<file path="src/common/fetch_pkg.sv">
/*
 * Fetch front end package: widths, memory bus commands,
 * no-op word, miss FSM encodings and the fetch address union
 */
package fetch_pkg;

  ////////////////////////////////////////
  // Widths
  ////////////////////////////////////////
  localparam int ADDR_W      = 32;
  localparam int INST_W      = 32;
  localparam int LINE_W      = 64;   // One memory word, two instructions
  localparam int IDX_W       = 7;
  localparam int TAG_W       = 22;   // ADDR_W - IDX_W - 3 offset bits
  localparam int CACHE_LINES = 128;
  localparam int MEM_TAG_W   = 4;

  ////////////////////////////////////////
  // Memory bus
  ////////////////////////////////////////
  localparam logic [1:0] BUS_NONE = 2'h0;
  localparam logic [1:0] BUS_LOAD = 2'h1;

  // Alpha bis r31,r31,r31
  localparam logic [INST_W-1:0] NOOP_INST = 32'h47ff_041f;

  // Miss controller states
  localparam logic [1:0] ST_IDLE = 2'd0;
  localparam logic [1:0] ST_REQ  = 2'd1;   // Waiting for a non-zero response
  localparam logic [1:0] ST_WAIT = 2'd2;   // Waiting for the matching data tag

  ////////////////////////////////////////
  // Fetch address, raw or split
  ////////////////////////////////////////
  typedef union packed {
    logic [ADDR_W-1:0] raw;
    struct packed {
      logic [TAG_W-1:0] tag;
      logic [IDX_W-1:0] idx;
      logic             word_sel;   // Upper or lower instruction of the line
      logic [1:0]       byte_off;
    } fields;
  } fetch_addr_u;

endpackage

</file>
<file path="src/hdl/if_stage.sv">
/*
 * Fetch stage: program counter with stall and redirect,
 * instruction half select and the IF/ID register
 */
`timescale 1ns/1ps

module if_stage import fetch_pkg::*; (
  input  logic              clock,
  input  logic              reset,
  input  logic              stall,
  input  logic              redirect_valid,
  input  logic [ADDR_W-1:0] redirect_pc,
  input  logic              hit,
  input  logic [LINE_W-1:0] line_data,
  output fetch_addr_u       fetch_addr,
  output logic [ADDR_W-1:0] if_id_npc,
  output logic [INST_W-1:0] if_id_ir,
  output logic              if_id_valid
);

  fetch_addr_u       pc;
  logic [ADDR_W-1:0] pc_plus4;
  logic [INST_W-1:0] fetch_inst;
  logic              advance;

  assign fetch_addr = pc;
  assign pc_plus4   = pc.raw + ADDR_W'(4);
  assign advance    = hit && !stall;   // Instruction leaves this cycle

  // Word select picks one of the two instructions in the line
  assign fetch_inst = pc.fields.word_sel ? line_data[LINE_W-1:INST_W]
                                         : line_data[INST_W-1:0];

  ////////////////////////////////////////
  // Program counter
  ////////////////////////////////////////
  always_ff @(posedge clock) begin
    if (reset) begin
      pc.raw <= '0;
    end else if (redirect_valid) begin
      pc.raw <= redirect_pc;           // Wins over stall
    end else if (advance) begin
      pc.raw <= pc_plus4;
    end
    // Otherwise hold on stall or miss
  end

  ////////////////////////////////////////
  // IF/ID register
  ////////////////////////////////////////
  always_ff @(posedge clock) begin
    if (reset) begin
      if_id_npc   <= '0;
      if_id_ir    <= NOOP_INST;
      if_id_valid <= 1'b0;
    end else if (redirect_valid) begin
      if_id_valid <= 1'b0;             // Squash whatever was fetched
    end else if (!stall) begin
      if_id_valid <= hit;              // Bubble on a miss
      if (advance) begin
        if_id_npc <= pc_plus4;
        if_id_ir  <= fetch_inst;
      end
    end
  end

endmodule

</file>
<file path="config.mk">
export PLATFORM = sky130hd
export DESIGN_NAME = if_stage
export DESIGN_NICKNAME = d
export VERILOG_FILES = /design/src/common/fetch_pkg.sv /design/src/hdl/if_stage.sv
export SDC_FILE = /design/constraint.sdc
export NUM_CORES = 1
export LEC_CHECK = 0
export ABC_CLOCK_PERIOD_IN_PS = 3400
export BUFFER_PORTS_ARGS = -buffer_cell sky130_fd_sc_hd__buf_2
export CAP_MARGIN = 15
export CORE_ASPECT_RATIO = 1.25
export CORE_MARGIN = 8
export CORE_UTILIZATION = 40
export CTS_CLUSTER_DIAMETER = 50
export CTS_CLUSTER_SIZE = 16
export DETAILED_ROUTE_END_ITERATION = 16
export HOLD_SLACK_MARGIN = 0.08
export PLACE_DENSITY = 0.69
export SYNTH_ARGS = -nofsm -noshare
export SYNTH_HDL_FRONTEND = slang
export SYNTH_SLANG_ARGS = --single-unit
</file>
<file path="constraint.sdc">
create_clock -name clock -period 3.4 [get_ports clock]
set_input_delay 0.34 -clock clock [delete_from_list [all_inputs] [get_ports clock]]
set_output_delay 0.34 -clock clock [all_outputs]
set_load 0.005 [all_outputs]
</file>
==> impl_metrics.env, run 1 <==
export IMPL_status="completed"
export IMPL_fin_setup_tns_ps=0
export IMPL_drive_gt1_share_pct=33.8
export IMPL_drv_slew=0
export IMPL_grt_pass1_wl_um=22800
export IMPL_cts_tree="done"
export IMPL_startpoint_type="flop"
export IMPL_diodes=0
export IMPL_fp_dieW_um=114
export IMPL_p_total_uw=2570
export IMPL_htreeDepth=3
export IMPL_min_period_ps=2630
export IMPL_synth_distinct_cells=42
export IMPL_setup_viol=0
export IMPL_design_core_area_um2=11600
export IMPL_syn_instance_count=537
export IMPL_viasPerCell=5.15
export IMPL_power_density_nw_per_um2=424
export IMPL_drc=0
export IMPL_ys_seq_area_share_pct=40.9
export IMPL_hold_viol_final=0
export IMPL_synth_async_sr_flop_share_pct=0
export IMPL_yosysWarnings=0
export IMPL_clock_sinks=97
export IMPL_vdd_ir_drop_max_mv=0.200
export IMPL_nFillCells=1101
export IMPL_grt_pass1_vias=4522
export IMPL_port_buffers=197
export IMPL_gp_congestion=0.905
export IMPL_crit_path_end_kind="flop"
export IMPL_dp_hpwl_um=10900
export IMPL_num_vias=4477
export IMPL_crit_path_max_fanout=15
export IMPL_syn_avg_cell_area_um2=8.85
export IMPL_die_y_um=138
export IMPL_num_rows=44
export IMPL_p_leak_uw=0.00249
export IMPL_hold_buffers=0
export IMPL_areaGrowthSynthToFinish_pct=27.7
export IMPL_start_util_pct=40.9
export IMPL_grt_max_degree=98
export IMPL_avgRoutedWirePerCell_um=16.6
export IMPL_synth_ff_type="dfxtp_1"
export IMPL_routed_wl_um=14500
export IMPL_critical_path_class="flop to flop"
export IMPL_cp_arrival_ps=2800
export IMPL_max_cap_violations=0
export IMPL_syn_area_um2=4750
export IMPL_gr_total_overflow=0
export IMPL_cts_buffer_depth=2
export IMPL_drt_iter0_drc=152
export IMPL_numCtsBuffers=9
export IMPL_cts_root_buf="clkbuf_16"
export IMPL_period_share_pct=77.4
export IMPL_groute_usage_overall_pct=18.1
export IMPL_antenna_found_initial=1
export IMPL_hold_path_class="primary input to flop"
export IMPL_clk_pin_slew_worst_paths_ps=60
export IMPL_tightest_slew_ps=1050
export IMPL_post_cts_setup_buffers=0
export IMPL_ios=198
export IMPL_rsz0062_at_grt="no"
export IMPL_die_area_um2=15600
export IMPL_timing_fmax_ghz=0.380
export IMPL_drtPass1Iterations=4
export IMPL_ctsResizeCount=0
export IMPL_critical_path_required_ps=3570
export IMPL_synth_seq_cells=97
export IMPL_postRouteAntennaNets=0
export IMPL_synth_edf_count=0
export IMPL_clock_latency_ps=340
export IMPL_synth_fp_nets=639
export IMPL_maxSlewHeadroom_pct=30.3
export IMPL_skew_ps=8.69
export IMPL_final_nets=806
kinds of logic after synthesis:
group                      after synthesis  share of synthesized area [%]
AOI/OAI and AO/OA                      104                           16.2
xor gates and xnor gates                50                           9.21
adders and majority gates                1                          0.263
buffers and inverters                   53                           5.05
DFF                                     97                           40.9
muxes                                   36                           7.58
and+or+nand+nor                        196                           20.8
worst max-delay path, cell delays in order, from the launching register on:
cell and delay (ps):
dfxtp_1 490, nand4_1 120, buf_4 200, or4_1 880, o31a_2 460, o21ai_0 220
a21oi_1 100
cell usage after synthesis (5+ instances only):
master	count	area (µm²)
a211oi_1	55	413
or3_1	9	56.3
xnor2_1	32	280
o21ai_0	5	25.0
a211o_1	18	158
nand2_1	30	113
buf_1	11	41.3
xor2_1	18	158
clkbuf_1	26	97.6
mux2i_1	36	360
nor4_1	7	43.8
dfxtp_1	97	1940
nor2_1	99	372
buf_2	8	40.0
nand3_1	14	70.1
nand4_1	5	31.3
a21oi_1	17	85.1
nor3_1	10	50.1
power breakdown:
group          internal [µW]  switching [µW]
Clock                    511             434
Sequential              1200            65.2
Combinational            179             184
layer usage:
metal  up-vias  GRT usage (%)  part of all wire, %
met5         -              0                0.090
met4         2           5.56                  1.5
met3        17           6.62                  8.4
met2       167           30.8                   49
met1      2053           20.6                   41
li1       2238              -                    -
through the flow:
| stage | hold WS (ps) | cell area (µm²) | instances | util (%) | setup WS [ps] |
|---|---|---|---|---|---|
| after floorplan | 445 | 4750 | 537 | - | 1290 |
| final | 237 | 6070 | 869 | 52.3 | 770 |
| after detailed placement | 448 | 5800 | 854 | 49.9 | 809 |
| after global routing | 241 | 6070 | 869 | 52.3 | 573 |
| after CTS | 224 | 6070 | 869 | 52.3 | 797 |
| after global placement | 438 | 5800 | 854 | 49.9 | 867 |
final timing paths:
check | startpoint | end | slack [ps] | cells past startpoint
max | fetch_addr[6] | fetch_addr[29] | 770 | 6
min | redirect_pc[5] | fetch_addr[5] | 240 | 3
max reg2reg | fetch_addr[6] | fetch_addr[29] | 770 | 6
min reg2reg | if_id_npc[29] | if_id_npc[29] | 460 | 2
state kept, by name, indices dropped and copies added, names as in the netlist:
signal and flops:
if_id_ir 32, fetch_addr 32, if_id_npc 32, if_id_valid 1
area by class of cell:
type                            instances  area (µm²)  area share, %
Multi-Input combinational cell        387        2580           42.5
Tap cell                              161         201           3.32
Clock buffer                           10         239           3.94
Timing Repair Buffer                  205        1060           17.5
Clock inverter                          5        31.3          0.515
Sequential cell                        97        1940           32.0
Inverter                                4        15.0          0.247
cell usage in the layout (no fill, tap or decap), types with 3 or more instances in the layout:
master / instances
nor3_1: 10
nand2_1: 30
a311oi_1: 3
nand3_1: 14
buf_2: 196
dfxtp_1: 96
nor4_4: 3
xnor2_1: 32
buf_4: 8
a211o_1: 18
or3_1: 9
a211oi_1: 55
nor4_1: 7
a21oi_1: 17
and4_1: 3
o21ai_0: 5
nor3_2: 3
clkinv_2: 3
clkbuf_16: 9
inv_1: 4
xor2_1: 18
nand4_1: 5
nor2_1: 98
mux2i_1: 36
a211oi_2: 3
No activity file was read; power rests on OpenSTA's default activity.
==> run 2: changes to the inputs <==
ABC_AREA = 1   (was unset)
ABC_CLOCK_PERIOD_IN_PS = 2300   (was 3400)
PLACE_DENSITY = 0.72   (was 0.69)
clock period = 2.3 ns   (was 3.4 ns; I/O delays follow)
==> run 2 against run 1 <==
Effect of this change:
- combinational power increased by 24%
- sequential share of layout area grew 0.66 points
- design area down 2.1%
- worst hold slack lost 100 ps
- clock-buffer cell count is 2 higher
- setup slack lost 160 ps
- non-clock buffer count is the same
- critical path type unchanged
- maximum frequency up 56%
- synthesized cell count up 24%
- clock power increased by 60%
- utilization down 0.35 points
- cell count up 14%
==> impl_metrics.env, run 2 <==
export IMPL_design_core_area_um2=11500
export IMPL_cp_slowest_stage_delay_ps=440
export IMPL_maxSlewHeadroom_pct=34.3
export IMPL_timing_fmax_ghz=0.592
export IMPL_dp_cells=971
export IMPL_rsz0062_at_grt="no"
export IMPL_synth_async_sr_flop_share_pct=0
export IMPL_final_nets=946
export IMPL_yosysWarnings=0
export IMPL_synth_seq_cells=97
export IMPL_period_share_pct=73.5
export IMPL_final_area_um2=5940
export IMPL_crit_path_end_kind="flop"
export IMPL_num_rows=44
export IMPL_synth_top_area_share_pct=41.9
export IMPL_dp_hpwl_um=11300
export IMPL_cts_tree="done"
export IMPL_critical_path_class="flop to flop"
export IMPL_p_leak_uw=0.00282
export IMPL_min_period_ps=1690
export IMPL_gr_total_overflow=0
export IMPL_synth_ff_type="dfxtp_1"
export IMPL_worstHoldEndpoint="fetch_addr[0]"
export IMPL_num_vias=4893
export IMPL_reg2reg_from="fetch_addr[2]"
export IMPL_ctsResizeCount=0
export IMPL_synth_common_cells="nand2_1 (208), dfxtp_1 (97), nor2_1 (72), a21oi_1 (60), inv_1 (48)"
export IMPL_postRouteAntennaNets=0
export IMPL_fin_cells=987
export IMPL_antenna_found_initial=1
export IMPL_placed_cell_area_um2=5640
export IMPL_reg2reg_to="fetch_addr[8]"
export IMPL_synth_distinct_cells=32
export IMPL_max_cap_violations=0
export IMPL_cpMaxStageDelayCell="dfxtp_1"
export IMPL_drv_slew=0
export IMPL_grt_max_degree=64
export IMPL_syn_instance_count=666
export IMPL_cts_buffer_depth=2
export IMPL_status="completed"
export IMPL_routed_wl_um=15000
export IMPL_skew_ps=8.62
export IMPL_setup_viol=0
export IMPL_rr_worst_depth=6
export IMPL_drtPass1Iterations=5
export IMPL_start_util_pct=40.5
export IMPL_clk_pin_slew_worst_paths_ps=70
export IMPL_syn_avg_cell_area_um2=6.96
export IMPL_areaGrowthSynthToFinish_pct=28.2
export IMPL_ios=198
export IMPL_path_cells="ha_1 -> nand3_1 -> nor2_1 -> a21oi_1 -> o21ai_1 -> a31oi_1"
export IMPL_post_cts_setup_buffers=0
export IMPL_grt_pass1_wl_um=24100
export IMPL_drt_iter0_drc=220
export IMPL_ys_seq_area_share_pct=41.9
export IMPL_numCtsBuffers=9
export IMPL_synth_area_top_cells="dfxtp_1 (42%), nand2_1 (17%), a21oi_1 (6.5%)"
export IMPL_gp_congestion=0.959
export IMPL_synth_fp_nets=768
export IMPL_r2r_slack_ps=610
export IMPL_clock_sinks=97
export IMPL_hold_viol_final=0
export IMPL_power_density_nw_per_um2=637
export IMPL_drive_gt1_share_pct=28.8
export IMPL_clock_latency_ps=340
export IMPL_vdd_ir_drop_max_mv=0.344
export IMPL_viasPerCell=4.96
export IMPL_hold_depth=3
export IMPL_finalWorstSetupSlack_ps=610
export IMPL_layout_common_cells="nand2_1 (208), buf_2 (197), dfxtp_1 (97)"
export IMPL_synth_top_area_cell="dfxtp_1"
export IMPL_synth_most_common_cell="nand2_1"
export IMPL_port_buffers=197
export IMPL_layout_commonest_cell="nand2_1"
export IMPL_die_area_um2=15300
export IMPL_hold_path_class="primary input to flop"
export IMPL_cp_arrival_ps=1890
export IMPL_cts_root_buf="clkbuf_16"
export IMPL_synth_edf_count=0
export IMPL_critPathBufInv=0
export IMPL_syn_area_um2=4630
export IMPL_tightest_slew_ps=984
export IMPL_die_y_um=136
export IMPL_startpoint_type="flop"
export IMPL_fin_setup_tns_ps=0
export IMPL_hold_buffers=0
export IMPL_hold_start="redirect_pc[0]"
export IMPL_crit_family="simple AND/OR/NAND/NOR gates"
export IMPL_drc=0
export IMPL_groute_usage_overall_pct=19.7
export IMPL_place_ws_ps=399
export IMPL_crit_path_max_fanout=4
export IMPL_critical_path_required_ps=2500
export IMPL_avgRoutedWirePerCell_um=15.2
export IMPL_htreeDepth=3
export IMPL_fp_dieW_um=112
export IMPL_grt_pass1_vias=4894
-- run 2: cell types whose count changed after synthesis, sizes merged, moves of 14 or more --
cell,delta
nand2,+183
a211oi,-57
inv,+48
a21oi,+43
mux2i,-36
o21ai,+33
xnor2,-30
a31oi,+23
a211o,-18
o311ai,+18
nor2,-14
nor3,-14
xor2,-14
-- run 2: worst register-to-register path: cells and delay by family (launching register included) --
family,cells,cell delay [ps]
compound gates,3,360
flops,1,440
fa+ha+maj,1,230
simple gates,2,520
-- run 2: kinds of logic (layout without fill, tap and decap cells) --
logic type / Yosys count / count (layout) / share of synthesized area [%]
adder cells (fa/ha/maj): 1 / 1 / 0.270
AND/OR/NAND/NOR: 324 / 324 / 29.2
buffers and inverters: 91 / 273 / 8.91
other: 0 / 1 / 0
AO/OA/AOI/OAI: 147 / 147 / 18.6
XOR/XNOR: 6 / 6 / 1.13
flip-flops: 97 / 97 / 41.9
-- run 2: area by class of cell --
class / count / area [µm²]
multi-input combinational: 478 / 2280
sequential: 97 / 1940
antenna: 1 / 2.50
tap: 138 / 173
clock buffer: 12 / 256
timing repair buffer: 205 / 1050
inverter: 53 / 204
fill: 1185 / 5510
clock inverter: 3 / 40.0
-- run 2: worst max path at each step --
stage             startpoint        endpoint  slack (ps)  cells after the start
4_1_cts        fetch_addr[2]  fetch_addr[14]         600                      8
2_1_floorplan  fetch_addr[3]   if_id_npc[14]         900                      8
5_1_grt        fetch_addr[2]  fetch_addr[12]         430                      8
3_5_place_dp           stall   if_id_npc[24]         400                      8
6_report       fetch_addr[2]   fetch_addr[8]         610                      6
3_3_place_gp           stall   if_id_npc[26]         430                      8
-- run 2: layer usage --
layer	wire [µm]	GRT usage (%)	part of all wire, %
met2	7440	35.0	50
met3	1220	6.93	8.1
met1	5750	19.9	38
met5	0	0	0
met4	595	10.7	4.0
-- run 2: through the flow --
stage	power (µW)	hold WS (ps)	utilization, %
after floorplan	2090	365	-
after global placement	2310	439	49.3
after CTS	3830	124	51.9
after detailed placement	2310	446	49.3
final	3780	137	51.9
after global routing	3960	142	51.9
-- run 2: report_power, final --
group          internal, µW  switching [µW]  total [µW]
registers              1750            67.7        1820
clock network           893             619        1510
logic                   200             250         450
total                  2850             937        3780
