File: src/common/fetch_pkg.sv
/*
 * Fetch front end package: widths, memory bus commands,
 * no-op word, miss FSM encodings and the fetch address union
 */
package fetch_pkg;

  ////////////////////////////////////////
  // Widths
  ////////////////////////////////////////
  localparam int ADDR_W      = 32;
  localparam int INST_W      = 32;
  localparam int LINE_W      = 64;   // One memory word, two instructions
  localparam int IDX_W       = 7;
  localparam int TAG_W       = 22;   // ADDR_W - IDX_W - 3 offset bits
  localparam int CACHE_LINES = 128;
  localparam int MEM_TAG_W   = 4;

  ////////////////////////////////////////
  // Memory bus
  ////////////////////////////////////////
  localparam logic [1:0] BUS_NONE = 2'h0;
  localparam logic [1:0] BUS_LOAD = 2'h1;

  // Alpha bis r31,r31,r31
  localparam logic [INST_W-1:0] NOOP_INST = 32'h47ff_041f;

  // Miss controller states
  localparam logic [1:0] ST_IDLE = 2'd0;
  localparam logic [1:0] ST_REQ  = 2'd1;   // Waiting for a non-zero response
  localparam logic [1:0] ST_WAIT = 2'd2;   // Waiting for the matching data tag

  ////////////////////////////////////////
  // Fetch address, raw or split
  ////////////////////////////////////////
  typedef union packed {
    logic [ADDR_W-1:0] raw;
    struct packed {
      logic [TAG_W-1:0] tag;
      logic [IDX_W-1:0] idx;
      logic             word_sel;   // Upper or lower instruction of the line
      logic [1:0]       byte_off;
    } fields;
  } fetch_addr_u;

endpackage

File: src/icache/icache_ctrl.sv
/*
 * Instruction cache miss controller: issues line loads on the
 * tagged memory bus and writes the returning line into the cache
 */
`timescale 1ns/1ps

module icache_ctrl import fetch_pkg::*; (
  input  logic                 clock,
  input  logic                 reset,
  input  fetch_addr_u          fetch_addr,
  input  logic                 hit,
  input  logic [MEM_TAG_W-1:0] mem2proc_response,
  input  logic [MEM_TAG_W-1:0] mem2proc_tag,
  output logic [1:0]           proc2mem_command,
  output logic [ADDR_W-1:0]    proc2mem_addr,
  output logic                 wr_en,
  output fetch_addr_u          wr_addr
);

  logic [1:0]           state;
  logic [1:0]           next_state;
  logic [MEM_TAG_W-1:0] pend_tag;      // Tag handed out at acceptance
  fetch_addr_u          line_addr;     // Line being loaded
  logic                 accepted;
  logic                 tag_match;

  assign accepted  = (state == ST_REQ) && (mem2proc_response != '0);
  assign tag_match = (state == ST_WAIT) && (mem2proc_tag == pend_tag);

  ////////////////////////////////////////
  // Miss FSM
  ////////////////////////////////////////
  always_comb begin
    next_state = state;
    case (state)
      ST_IDLE: begin
        if (!hit) begin
          next_state = ST_REQ;         // Request goes out next cycle
        end
      end
      ST_REQ: begin
        if (accepted) begin
          next_state = ST_WAIT;
        end
      end
      ST_WAIT: begin
        // Completes even if the PC has moved on after a redirect
        if (tag_match) begin
          next_state = ST_IDLE;
        end
      end
      default: begin
        next_state = ST_IDLE;
      end
    endcase
  end

  always_ff @(posedge clock) begin
    if (reset) begin
      state    <= ST_IDLE;
      pend_tag <= '0;
    end else begin
      state <= next_state;
      if (accepted) begin
        pend_tag <= mem2proc_response;
      end
    end
  end

  // Line address latched with the miss, offset bits cleared
  always_ff @(posedge clock) begin
    if (state == ST_IDLE && !hit) begin
      line_addr.raw <= {fetch_addr.raw[ADDR_W-1:3], 3'b000};
    end
  end

  ////////////////////////////////////////
  // Bus and fill outputs
  ////////////////////////////////////////
  // Held steady through back-pressure, drops once accepted
  assign proc2mem_command = (state == ST_REQ) ? BUS_LOAD : BUS_NONE;
  assign proc2mem_addr    = line_addr.raw;

  // Fill written on the edge of the matching tag cycle
  assign wr_en   = tag_match;
  assign wr_addr = line_addr;

endmodule

File: config.mk
export PLATFORM = sky130hd
export DESIGN_NAME = icache_ctrl
export DESIGN_NICKNAME = d
export VERILOG_FILES = /design/src/common/fetch_pkg.sv /design/src/icache/icache_ctrl.sv
export SDC_FILE = /design/constraint.sdc
export NUM_CORES = 1
export LEC_CHECK = 0
export ABC_CLOCK_PERIOD_IN_PS = 4200
export BUFFER_PORTS_ARGS = -buffer_cell sky130_fd_sc_hd__buf_4
export CELL_PAD_IN_SITES_DETAIL_PLACEMENT = 1
export CELL_PAD_IN_SITES_GLOBAL_PLACEMENT = 2
export CORE_AREA = 5 5 121 66
export DETAILED_ROUTE_END_ITERATION = 7
export DIE_AREA = 0 0 126 71
export HOLD_SLACK_MARGIN = 0.15
export PLACE_DENSITY_LB_ADDON = 0.05
export SETUP_SLACK_MARGIN = 0.3
export SLEW_MARGIN = 20
export SYNTH_ARGS = -nofsm -noshare
export SYNTH_HDL_FRONTEND = slang
export SYNTH_SLANG_ARGS = --single-unit
File: constraint.sdc
create_clock -name clock -period 4.2 [get_ports clock]
set_clock_uncertainty 0.15 [all_clocks]
set_input_delay 0 -clock clock [delete_from_list [all_inputs] [get_ports clock]]
set_output_delay 0 -clock clock [all_outputs]
set_load 0.05 [all_outputs]
==> results.yml, run 1 <==
synthesis:
  synth_edf_count: 29
  synthesis.area_um2: 1441
  synthMuxAreaShare_pct: 0
  async_reset_ff_share_pct: 0
  synth_compound_area_share_pct: 3.646
  syn_area_per_cell_um2: 14.41
  synth_warnings: 0
  synthAdderAreaFrac_pct: 0
  synthCells: 100
  ys_seq_area_share_pct: 68.75
  ys_types: 16
  synth-xor-area-share_pct: 2.431
  synth_flop_cell: "edfxtp_1"
  synthSimpleGateAreaFrac_pct: 5.382
  ys_seq_elements: 35
  synth_top_family_by_area: "buffers and inverters"
floorplanning:
  die_area_um2: 8946
  io_pins: 110
  core_area_um2: 6937
  rows: 22
  initial_core_util_pct: 20.78
  die_h_um: 71
  die_w_um: 126
critical_path:
  r2r_slack_ns: 2.38
  startpoint_type: "primary input"
  crit_buf_inv: 3
  endpoint_kind: "register"
  arrival_ns: 1.97
  slowest_delay_ns: 0.70
  required_ns: 4.22
  path_class: "in -> reg"
  slowest_stage: "dlygate4sd3_1"
  critPathMostFrequentCell: "dlygate4sd3_1"
  path_max_fanout: 4
  crit_family: "buffers and inverters"
  cp_cell_sequence: "dlygate4sd3_1, buf_4, nor4_4, dlygate4sd3_1, nor3_1, a21o_1"
timing:
  report.final.setup_viol: 0
  fin_setup_tns_ns: 0
  hold_viol_final: 0
  hold_slack_ns: 0.1522
  min_period_over_period_pct: 46.41
  rsz0062_at_grt: "no"
  fmax_mhz: 513.1
  finalCriticalPeriod_ns: 1.949
  final_max_slew_viol_count: 0
pwr:
  clock_power_share_pct: 34.7
  p_comb_share_pct: 27.5
  cellPowerDensity_nw_per_um2: 430.4
  power_frac_seq_pct: 37.8
  p_sw_uw: 355.2
  p_leak_nw: 1.122
  intPower_uw: 763.3
  vdd_drop_max_uv: 142.0
  sw_frac_of_total_pct: 31.76
clock_network:
  cts_tree: "done"
  clock_sinks: 35
  cts_buffers: 5
  cts_max_path_buffers: 2
  post-cts-setup-buffers: 0
  root_buffer: "clkbuf_16"
  cts_max_level: 2
  cts_resized: 0
  clk_pin_slew_worst_paths_ns: 0.05
  hold_buffers: 38
  clk-insertion-delay-late_ns: 0.28
routing:
  drt-wirelength-per-cell_um: 13.59
  antenna_left: 0
  via_count: 1118
  drc: 0
  drt-initial-drc-count: 44
  dr.pass1.iters: 4
  vias_per_cell: 3.595
  wl_um: 4227
grt:
  grt.overflow.total: 0
  track_usage_pct: 9.441
  grt_max_degree: 31
  grt_pass1_wl_um: 6486
  grt_pass1_vias: 1282
  antenna_found_initial: 0
run:
  drv_cap: 0
run_status:
  status: "complete, no violations"
cells_and_area:
  diodes: 0
  drive_gt1_share_pct: 50.70
  final_common_cell: "buf_4"
  final_area_um2: 2599
  final_cell_mix: "100 x buf_4, 38 x dlygate4sd3_1, 29 x edfxtp_1"
  nets: 257
  syn_to_final_growth_pct: 80.30
  num-fill-cells: 772
min_path:
  min_path_type: "in -> reg"
place:
  post_dp_cell_area_um2: 2062
  place_hpwl_um: 2933
  portBuffers: 99
  gp_congestion: 0.7024
metal layers:
layer	vias up	wire length [µm]	GRT usage, %
met5	-	0	0
met4	0	60	3.686
met3	6	444	5.053
met2	67	1927	15.13
met1	514	1794	10.71
li1	531	-	-
stage by stage:
step | power (mW) | setup slack [ns] | cells | util, %
finish | 1.118 | 2.251 | 311 | 37.46
global route | 1.167 | 2.185 | 311 | 37.46
CTS | 1.134 | 2.246 | 311 | 37.46
detailed placement | 0.7111 | 2.780 | 265 | 29.73
global placement | 0.7104 | 2.807 | 265 | 29.73
floorplan | 0.6403 | 1.188 | 106 | -
registers in the layout (all words and copies together) (netlist names):
register       cells
state              2
pend_tag           4
proc2mem_addr     29
worst paths after layout:
| path | startpoint | endpoint | cells past startpoint |
|---|---|---|---|
| setup / recovery | mem2proc_response[3] | state[1]$_SDFFE_PP0P_ | 6 |
| hold / removal | hit | proc2mem_addr[29]$_DFFE_PP_ | 3 |
| setup reg to reg | state[1]$_SDFFE_PP0P_ | pend_tag[1]$_SDFFE_PP0P_ | 5 |
| hold reg to reg | pend_tag[2]$_SDFFE_PP0P_ | pend_tag[2]$_SDFFE_PP0P_ | 2 |
cell usage after synthesis, types with 2 or more instances:
| master | number | share of area [%] |
|---|---|---|
| nor3b_1 | 2 | 1.0 |
| dfxtp_1 | 6 | 8.3 |
| a21oi_1 | 5 | 1.7 |
| xnor2_1 | 4 | 2.4 |
| nand2_1 | 4 | 1.0 |
| nor3_1 | 2 | 0.69 |
| buf_4 | 37 | 19 |
| edfxtp_1 | 29 | 60 |
| o21ai_1 | 4 | 1.4 |
cell families after synthesis:
kind of cell | Yosys count
AO/OA/AOI/OAI | 10
buffers and inverters | 38
flip-flops | 35
AND/OR/NAND/NOR | 12
XOR/XNOR | 4
other | 1
cell type report:
type,count,area (µm²),area share [%]
well taps,96,120.1,4.622
repair buffers,138,1131,43.52
flip-flops and latches,35,991.0,38.13
inverters,1,3.754,0.1444
multi-input cells,33,196.4,7.559
clock buffers,8,156.4,6.018
power by group through the flow:
stage | logic (mW) | registers [mW] | clock network [mW]
6_report | 0.308 | 0.423 | 0.388
5_1_grt | 0.321 | 0.427 | 0.420
4_1_cts | 0.310 | 0.423 | 0.401
3_5_place_dp | 0.282 | 0.429 | 0
3_3_place_gp | 0.282 | 0.428 | 0
2_1_floorplan | 0.141 | 0.499 | 0
tightest hold or removal path: cells and delay by family:
kind | cells | cell delay [ns]
and+or+nand+nor | 1 | 0.03
buffers and inverters | 2 | 0.34
No activity file was read; power rests on OpenSTA's default activity.
==> run 2, diff against run 1 <==
Settings changed: ABC_CLOCK_PERIOD_IN_PS 4200 to 1600, CORE_AREA 5 5 121 66 to 5 5 127 69, DIE_AREA 0 0 126 71 to 0 0 132 74.
Clock period 4.2 ns to 1.6 ns, I/O delays scaled along.
==> results.yml, run 2 (synthesized netlist as in run 1, its figures left out) <==
run_status:
  status: "complete, no violations"
routing:
  drt-initial-drc-count: 37
  antenna_left: 0
  vias_per_cell: 3.607
  wl_um: 4344
  dr.pass1.iters: 2
  via_count: 1147
  drt-wirelength-per-cell_um: 13.66
  drc: 0
floorplanning:
  die_h_um: 74
  die_w_um: 132
  core_area_um2: 7626
  io_pins: 110
  rows: 23
  die_area_um2: 9768
  initial_core_util_pct: 18.90
timing:
  report.final.setup_viol: 0
  rsz0062_at_grt: "yes"
  fin_ws_ns: 0.1238
  fmax_mhz: 677.4
  fin_setup_tns_ns: 0
  min_period_over_period_pct: 92.27
  finalCriticalPeriod_ns: 1.476
  final_max_slew_viol_count: 0
  hold_viol_final: 0
cells_and_area:
  multi_input_area_um2: 230.2
  regArea_um2: 998.5
  final_cell_mix: "100 x buf_4, 34 x dlygate4sd3_1, 29 x edfxtp_1"
  drive_gt1_share_pct: 57.34
  num-fill-cells: 824
  largest_reg_flops: 29
  final_common_cell: "buf_4"
  syn_to_final_growth_pct: 85.76
  nets: 260
  diodes: 0
  final_area_um2: 2678
grt:
  grtUsageMet3_pct: 4.662
  top_usage_layer: "met2"
  gr-usage-met1_pct: 9.395
  grt_pass1_vias: 1285
  grt_max_degree: 20
  grt_pass1_wl_um: 6499
  antenna_found_initial: 0
  grtUsageMet2_pct: 15.15
  grt.overflow.total: 0
  track_usage_pct: 8.717
critical_path:
  r2r_slack_ns: 0.17
  path_class: "reg -> out"
  arrival_ns: 1.33
  rr_endpoint: "state[1]$_SDFFE_PP0P_"
  path_max_fanout: 2
  startpoint_type: "register"
  endpoint_kind: "primary output"
  required_ns: 1.45
  worst_r2r_path_depth: 6
  reg2reg_from: "pend_tag[3]$_SDFFE_PP0P_"
clock_network:
  cts_max_path_buffers: 2
  cts_max_level: 2
  cts_buffers: 5
  clock_sinks: 35
  cts_tree: "done"
  clk_pin_slew_worst_paths_ns: 0.05
  clk-insertion-delay-late_ns: 0.27
  root_buffer: "clkbuf_16"
min_path:
  min_path_type: "in -> reg"
  hold_path_end: "proc2mem_addr[17]$_DFFE_PP_"
  min_from: "hit"
  min_path_cells: 3
pwr:
  p_leak_nw: 1.158
  cellPowerDensity_nw_per_um2: 1078
  vdd_drop_max_uv: 398.7
place:
  portBuffers: 99
  gp_congestion: 0.6965
  place_ws_ns: 0.2830
  place_hpwl_um: 3067
  post_dp_cell_area_um2: 2087
run:
  drv_cap: 0
[run 2: cell count changes in the layout (fill, tap and decap cells not counted), sizes merged]
| cell | change |
|---|---|
| buf | +6 |
| dlygate4sd3 | -4 |
| clkbuf | -3 |
| clkinv | +3 |
| dlymetal6s4s | +1 |
[run 2: worst max-delay path by stage]
stage | startpoint | endpoint | slack (ns) | cells after the start
after CTS | pend_tag[0]$_SDFFE_PP0P_ | wr_en | 0.09 | 4
after global placement | state[1]$_SDFFE_PP0P_ | proc2mem_addr[10]$_DFFE_PP_ | 0.32 | 2
after global routing | pend_tag[3]$_SDFFE_PP0P_ | wr_en | 0.007 | 4
after detailed placement | state[1]$_SDFFE_PP0P_ | proc2mem_addr[5]$_DFFE_PP_ | 0.28 | 2
after floorplan | state[1]$_SDFFE_PP0P_ | proc2mem_addr[10]$_DFFE_PP_ | -0.07 | 1
final | pend_tag[3]$_SDFFE_PP0P_ | wr_en | 0.12 | 4
[run 2: cell type report]
type,instances,share of cell area (%)
clock inverters,3,0.5607
inverters,1,0.1402
multi-input cells,33,8.598
repair buffers,141,44.07
flip-flops and latches,35,37.29
clock buffers,5,4.673
well taps,100,4.673
[run 2: through the flow]
stage / instances / total power [mW] / util (%) / hold WS, ns
after floorplan: 106 / 1.683 / - / -0.08093
after global placement: 270 / 1.874 / 27.37 / 0.02777
final: 318 / 2.887 / 35.11 / 0.02487
after global routing: 318 / 3.039 / 35.11 / 0.02256
after detailed placement: 270 / 1.874 / 27.37 / 0.02946
after CTS: 315 / 2.919 / 34.34 / 0.05257
[run 2: layer usage]
layer  up-vias  wire length [µm]
met4         0                31
li1        539                 -
met1       535              1739
met3         7               480
met2        66              2093
met5         -                 0
[run 2: critical path, stage by stage (launching register included)]
cell and delay [ns]:
dfxtp_2 0.36, xnor2_2 0.11, nand4_1 0.15, nor3b_2 0.23
buf_6 0.19
[run 2: repair_timing]
action / 4_1_cts / 5_1_grt
gates resized for setup: 9 / 10
endpoints found under the hold margin: 64 / 34
cloned: 0 / 1
pin swaps: 4 / 7
setup endpoints to repair: 21 / 37
hold buffers: 34 / 2
buffers inserted: 3 / 1
[run 2: report_power, final]
group | internal [mW] | leakage [nW] | switching [mW] | total [mW]
sequential | 1.07 | 0.328 | 0.0423 | 1.11
combinational | 0.299 | 0.757 | 0.548 | 0.847
clock | 0.567 | 0.0733 | 0.360 | 0.928
==> run 3, diff against run 2 <==
--- a/config.mk
+++ b/config.mk
@@ -13,5 +13,6 @@
 export DETAILED_ROUTE_END_ITERATION = 7
 export DIE_AREA = 0 0 132 74
-export HOLD_SLACK_MARGIN = 0.15
+export GPL_TIMING_DRIVEN = 0
+export HOLD_SLACK_MARGIN = 0.1
 export PLACE_DENSITY_LB_ADDON = 0.05
 export SETUP_SLACK_MARGIN = 0.3
==> constraint.sdc (replaced) <==
create_clock -name clock -period 1.6 [get_ports clock]
set_clock_uncertainty 0.15 [all_clocks]
set_input_delay 0.32 -clock clock [delete_from_list [all_inputs] [get_ports clock]]
set_output_delay 0.32 -clock clock [all_outputs]
set_load 0.05 [all_outputs]
==> results.yml, run 3 (synthesized netlist as in run 1, its figures left out) <==
run_status:
  status: "finished with violations"
  violations: "negative setup slack"
critical_path:
  path_class: "reg -> out"
  critical_path.endpoint: "wr_en"
  rr_endpoint: "proc2mem_addr[13]$_DFFE_PP_"
  r2r_slack_ns: 0.29
  path_max_fanout: 2
  startpoint_type: "register"
  required_ns: 1.13
  endpoint_kind: "primary output"
  cp_cell_sequence: "xnor2_2, nand4_1, nor3b_4, buf_6"
  arrival_ns: 1.35
  slowest_stage: "dfxtp_2"
  crit_buf_inv: 1
  reg2reg_from: "state[1]$_SDFFE_PP0P_"
  slowest_delay_ns: 0.35
  cp_num_cells: 4
  worst_r2r_path_depth: 3
  crit_family: "simple AND/OR/NAND/NOR gates"
  startpoint: "pend_tag[0]$_SDFFE_PP0P_"
timing:
  finalCriticalPeriod_ns: 1.819
  rsz0062_at_grt: "yes"
  fmax_mhz: 549.7
  hold_viol_final: 0
  report.final.setup_viol: 1
  fin_setup_tns_ns: -0.2193
  final_max_slew_viol_count: 0
  min_period_over_period_pct: 113.7
  fin_ws_ns: -0.2193
clock_network:
  clk_pin_slew_worst_paths_ns: 0.05
  root_buffer: "clkbuf_16"
  cts_max_path_buffers: 2
  clock_sinks: 35
  cts_max_level: 2
  clk-insertion-delay-late_ns: 0.28
  cts_buffers: 5
  cts_tree: "done"
grt:
  grt_max_degree: 17
  grt_pass1_vias: 1414
  grt.overflow.total: 0
  antenna_found_initial: 0
  track_usage_pct: 10.13
  grt_pass1_wl_um: 7534
floorplanning:
  rows: 23
  core_area_um2: 7626
  die_w_um: 132
  io_pins: 110
  die_area_um2: 9768
  die_h_um: 74
  initial_core_util_pct: 18.90
cells_and_area:
  largest_reg_flops: 29
  final_cell_mix: "62 x buf_6, 50 x buf_4, 31 x buf_8"
  nets: 294
  diodes: 0
  final_common_cell: "buf_6"
  syn_to_final_growth_pct: 136.5
  final_area_um2: 3410
  drive_gt1_share_pct: 65.87
run:
  drv_cap: 0
min_path:
  min_path_cells: 3
  min_path_type: "in -> reg"
place:
  post_dp_cell_area_um2: 2485
  gp_congestion: 0.7414
  place_hpwl_um: 3516
  place_ws_ns: -0.2360
  portBuffers: 99
routing:
  via_count: 1260
  drc: 0
  dr.pass1.iters: 3
  wl_um: 4901
  dr_wl_met3_um: 432
  drt-wirelength-per-cell_um: 13.92
  route.met2.wl_um: 2407
  antenna_left: 0
  top_layer: "met4"
  drt-initial-drc-count: 29
  vias_per_cell: 3.580
  wirelength_met1_um: 1988
pwr:
  p_leak_nw: 1.487
  vdd_drop_max_uv: 398.5
  cellPowerDensity_nw_per_um2: 929.8
[run 3: cell types whose count changed in the layout (fill, tap and decap cells not counted), sizes merged]
cell | previous run | this run
buf | 106 | 144
dlymetal6s4s | 1 | 0
dlygate4sd3 | 34 | 30
clkinv | 3 | 1
clkbuf | 5 | 8
[run 3: worst register-to-register path, cell delays in order, from the launching register on]
cell	delay, ns
dfxtp_4	0.36
nor3_4	0.17
buf_6	0.17
clkbuf_16	0.17
[run 3: what timing repair did]
item	in CTS	in global routing
hold buffers	30	0
setup endpoints to repair	90	90
buffers inserted	7	0
hold endpoints to repair	30	0
cloned	0	1
pin swaps	6	2
resized for setup	102	6
[run 3: stage by stage]
stage / util (%) / power (mW) / hold slack, ns / std cells
after global routing: 44.71 / 3.322 / 0.1583 / 352
final: 44.71 / 3.170 / 0.1623 / 352
after floorplan: - / 1.728 / 0.2350 / 106
after global placement: 32.39 / 1.999 / 0.3389 / 305
after CTS: 44.05 / 3.209 / 0.1481 / 351
after detailed placement: 32.58 / 2.014 / 0.3356 / 306
[run 3: where the power goes]
group | leakage (nW) | internal (mW) | total [mW] | switching (mW)
logic | 1.09 | 0.525 | 1.12 | 0.595
registers | 0.329 | 1.07 | 1.13 | 0.0623
clock network | 0.0679 | 0.574 | 0.916 | 0.341
total | 1.49 | 2.17 | 3.17 | 0.999
[run 3: how the worst min path moves through the flow]
stage,from,end
detailed placement,pend_tag[1]$_SDFFE_PP0P_,pend_tag[1]$_SDFFE_PP0P_
CTS,mem2proc_response[2],pend_tag[2]$_SDFFE_PP0P_
global route,mem2proc_response[2],pend_tag[2]$_SDFFE_PP0P_
global placement,pend_tag[1]$_SDFFE_PP0P_,pend_tag[1]$_SDFFE_PP0P_
finish,mem2proc_response[2],pend_tag[2]$_SDFFE_PP0P_
floorplan,reset,state[0]$_SDFFE_PP0P_
[run 3: area by class of cell]
| cell class | count | area [µm²] |
|---|---|---|
| Buffer | 37 | 390.4 |
| Timing Repair Buffer | 138 | 1494 |
| Multi-Input combinational cell | 33 | 254.0 |
| Sequential cell | 35 | 1002 |
| Clock buffer | 7 | 132.6 |
| Fill cell | 780 | 4217 |
| Inverter | 1 | 6.256 |
| Clock inverter | 1 | 5.005 |
| Tap cell | 100 | 125.1 |
[run 3: metal layers]
metal | up-vias | GRT usage, %
met5 | - | 0
met4 | 0 | 3.763
met3 | 6 | 4.797
met2 | 58 | 16.55
met1 | 587 | 11.87
li1 | 609 | -
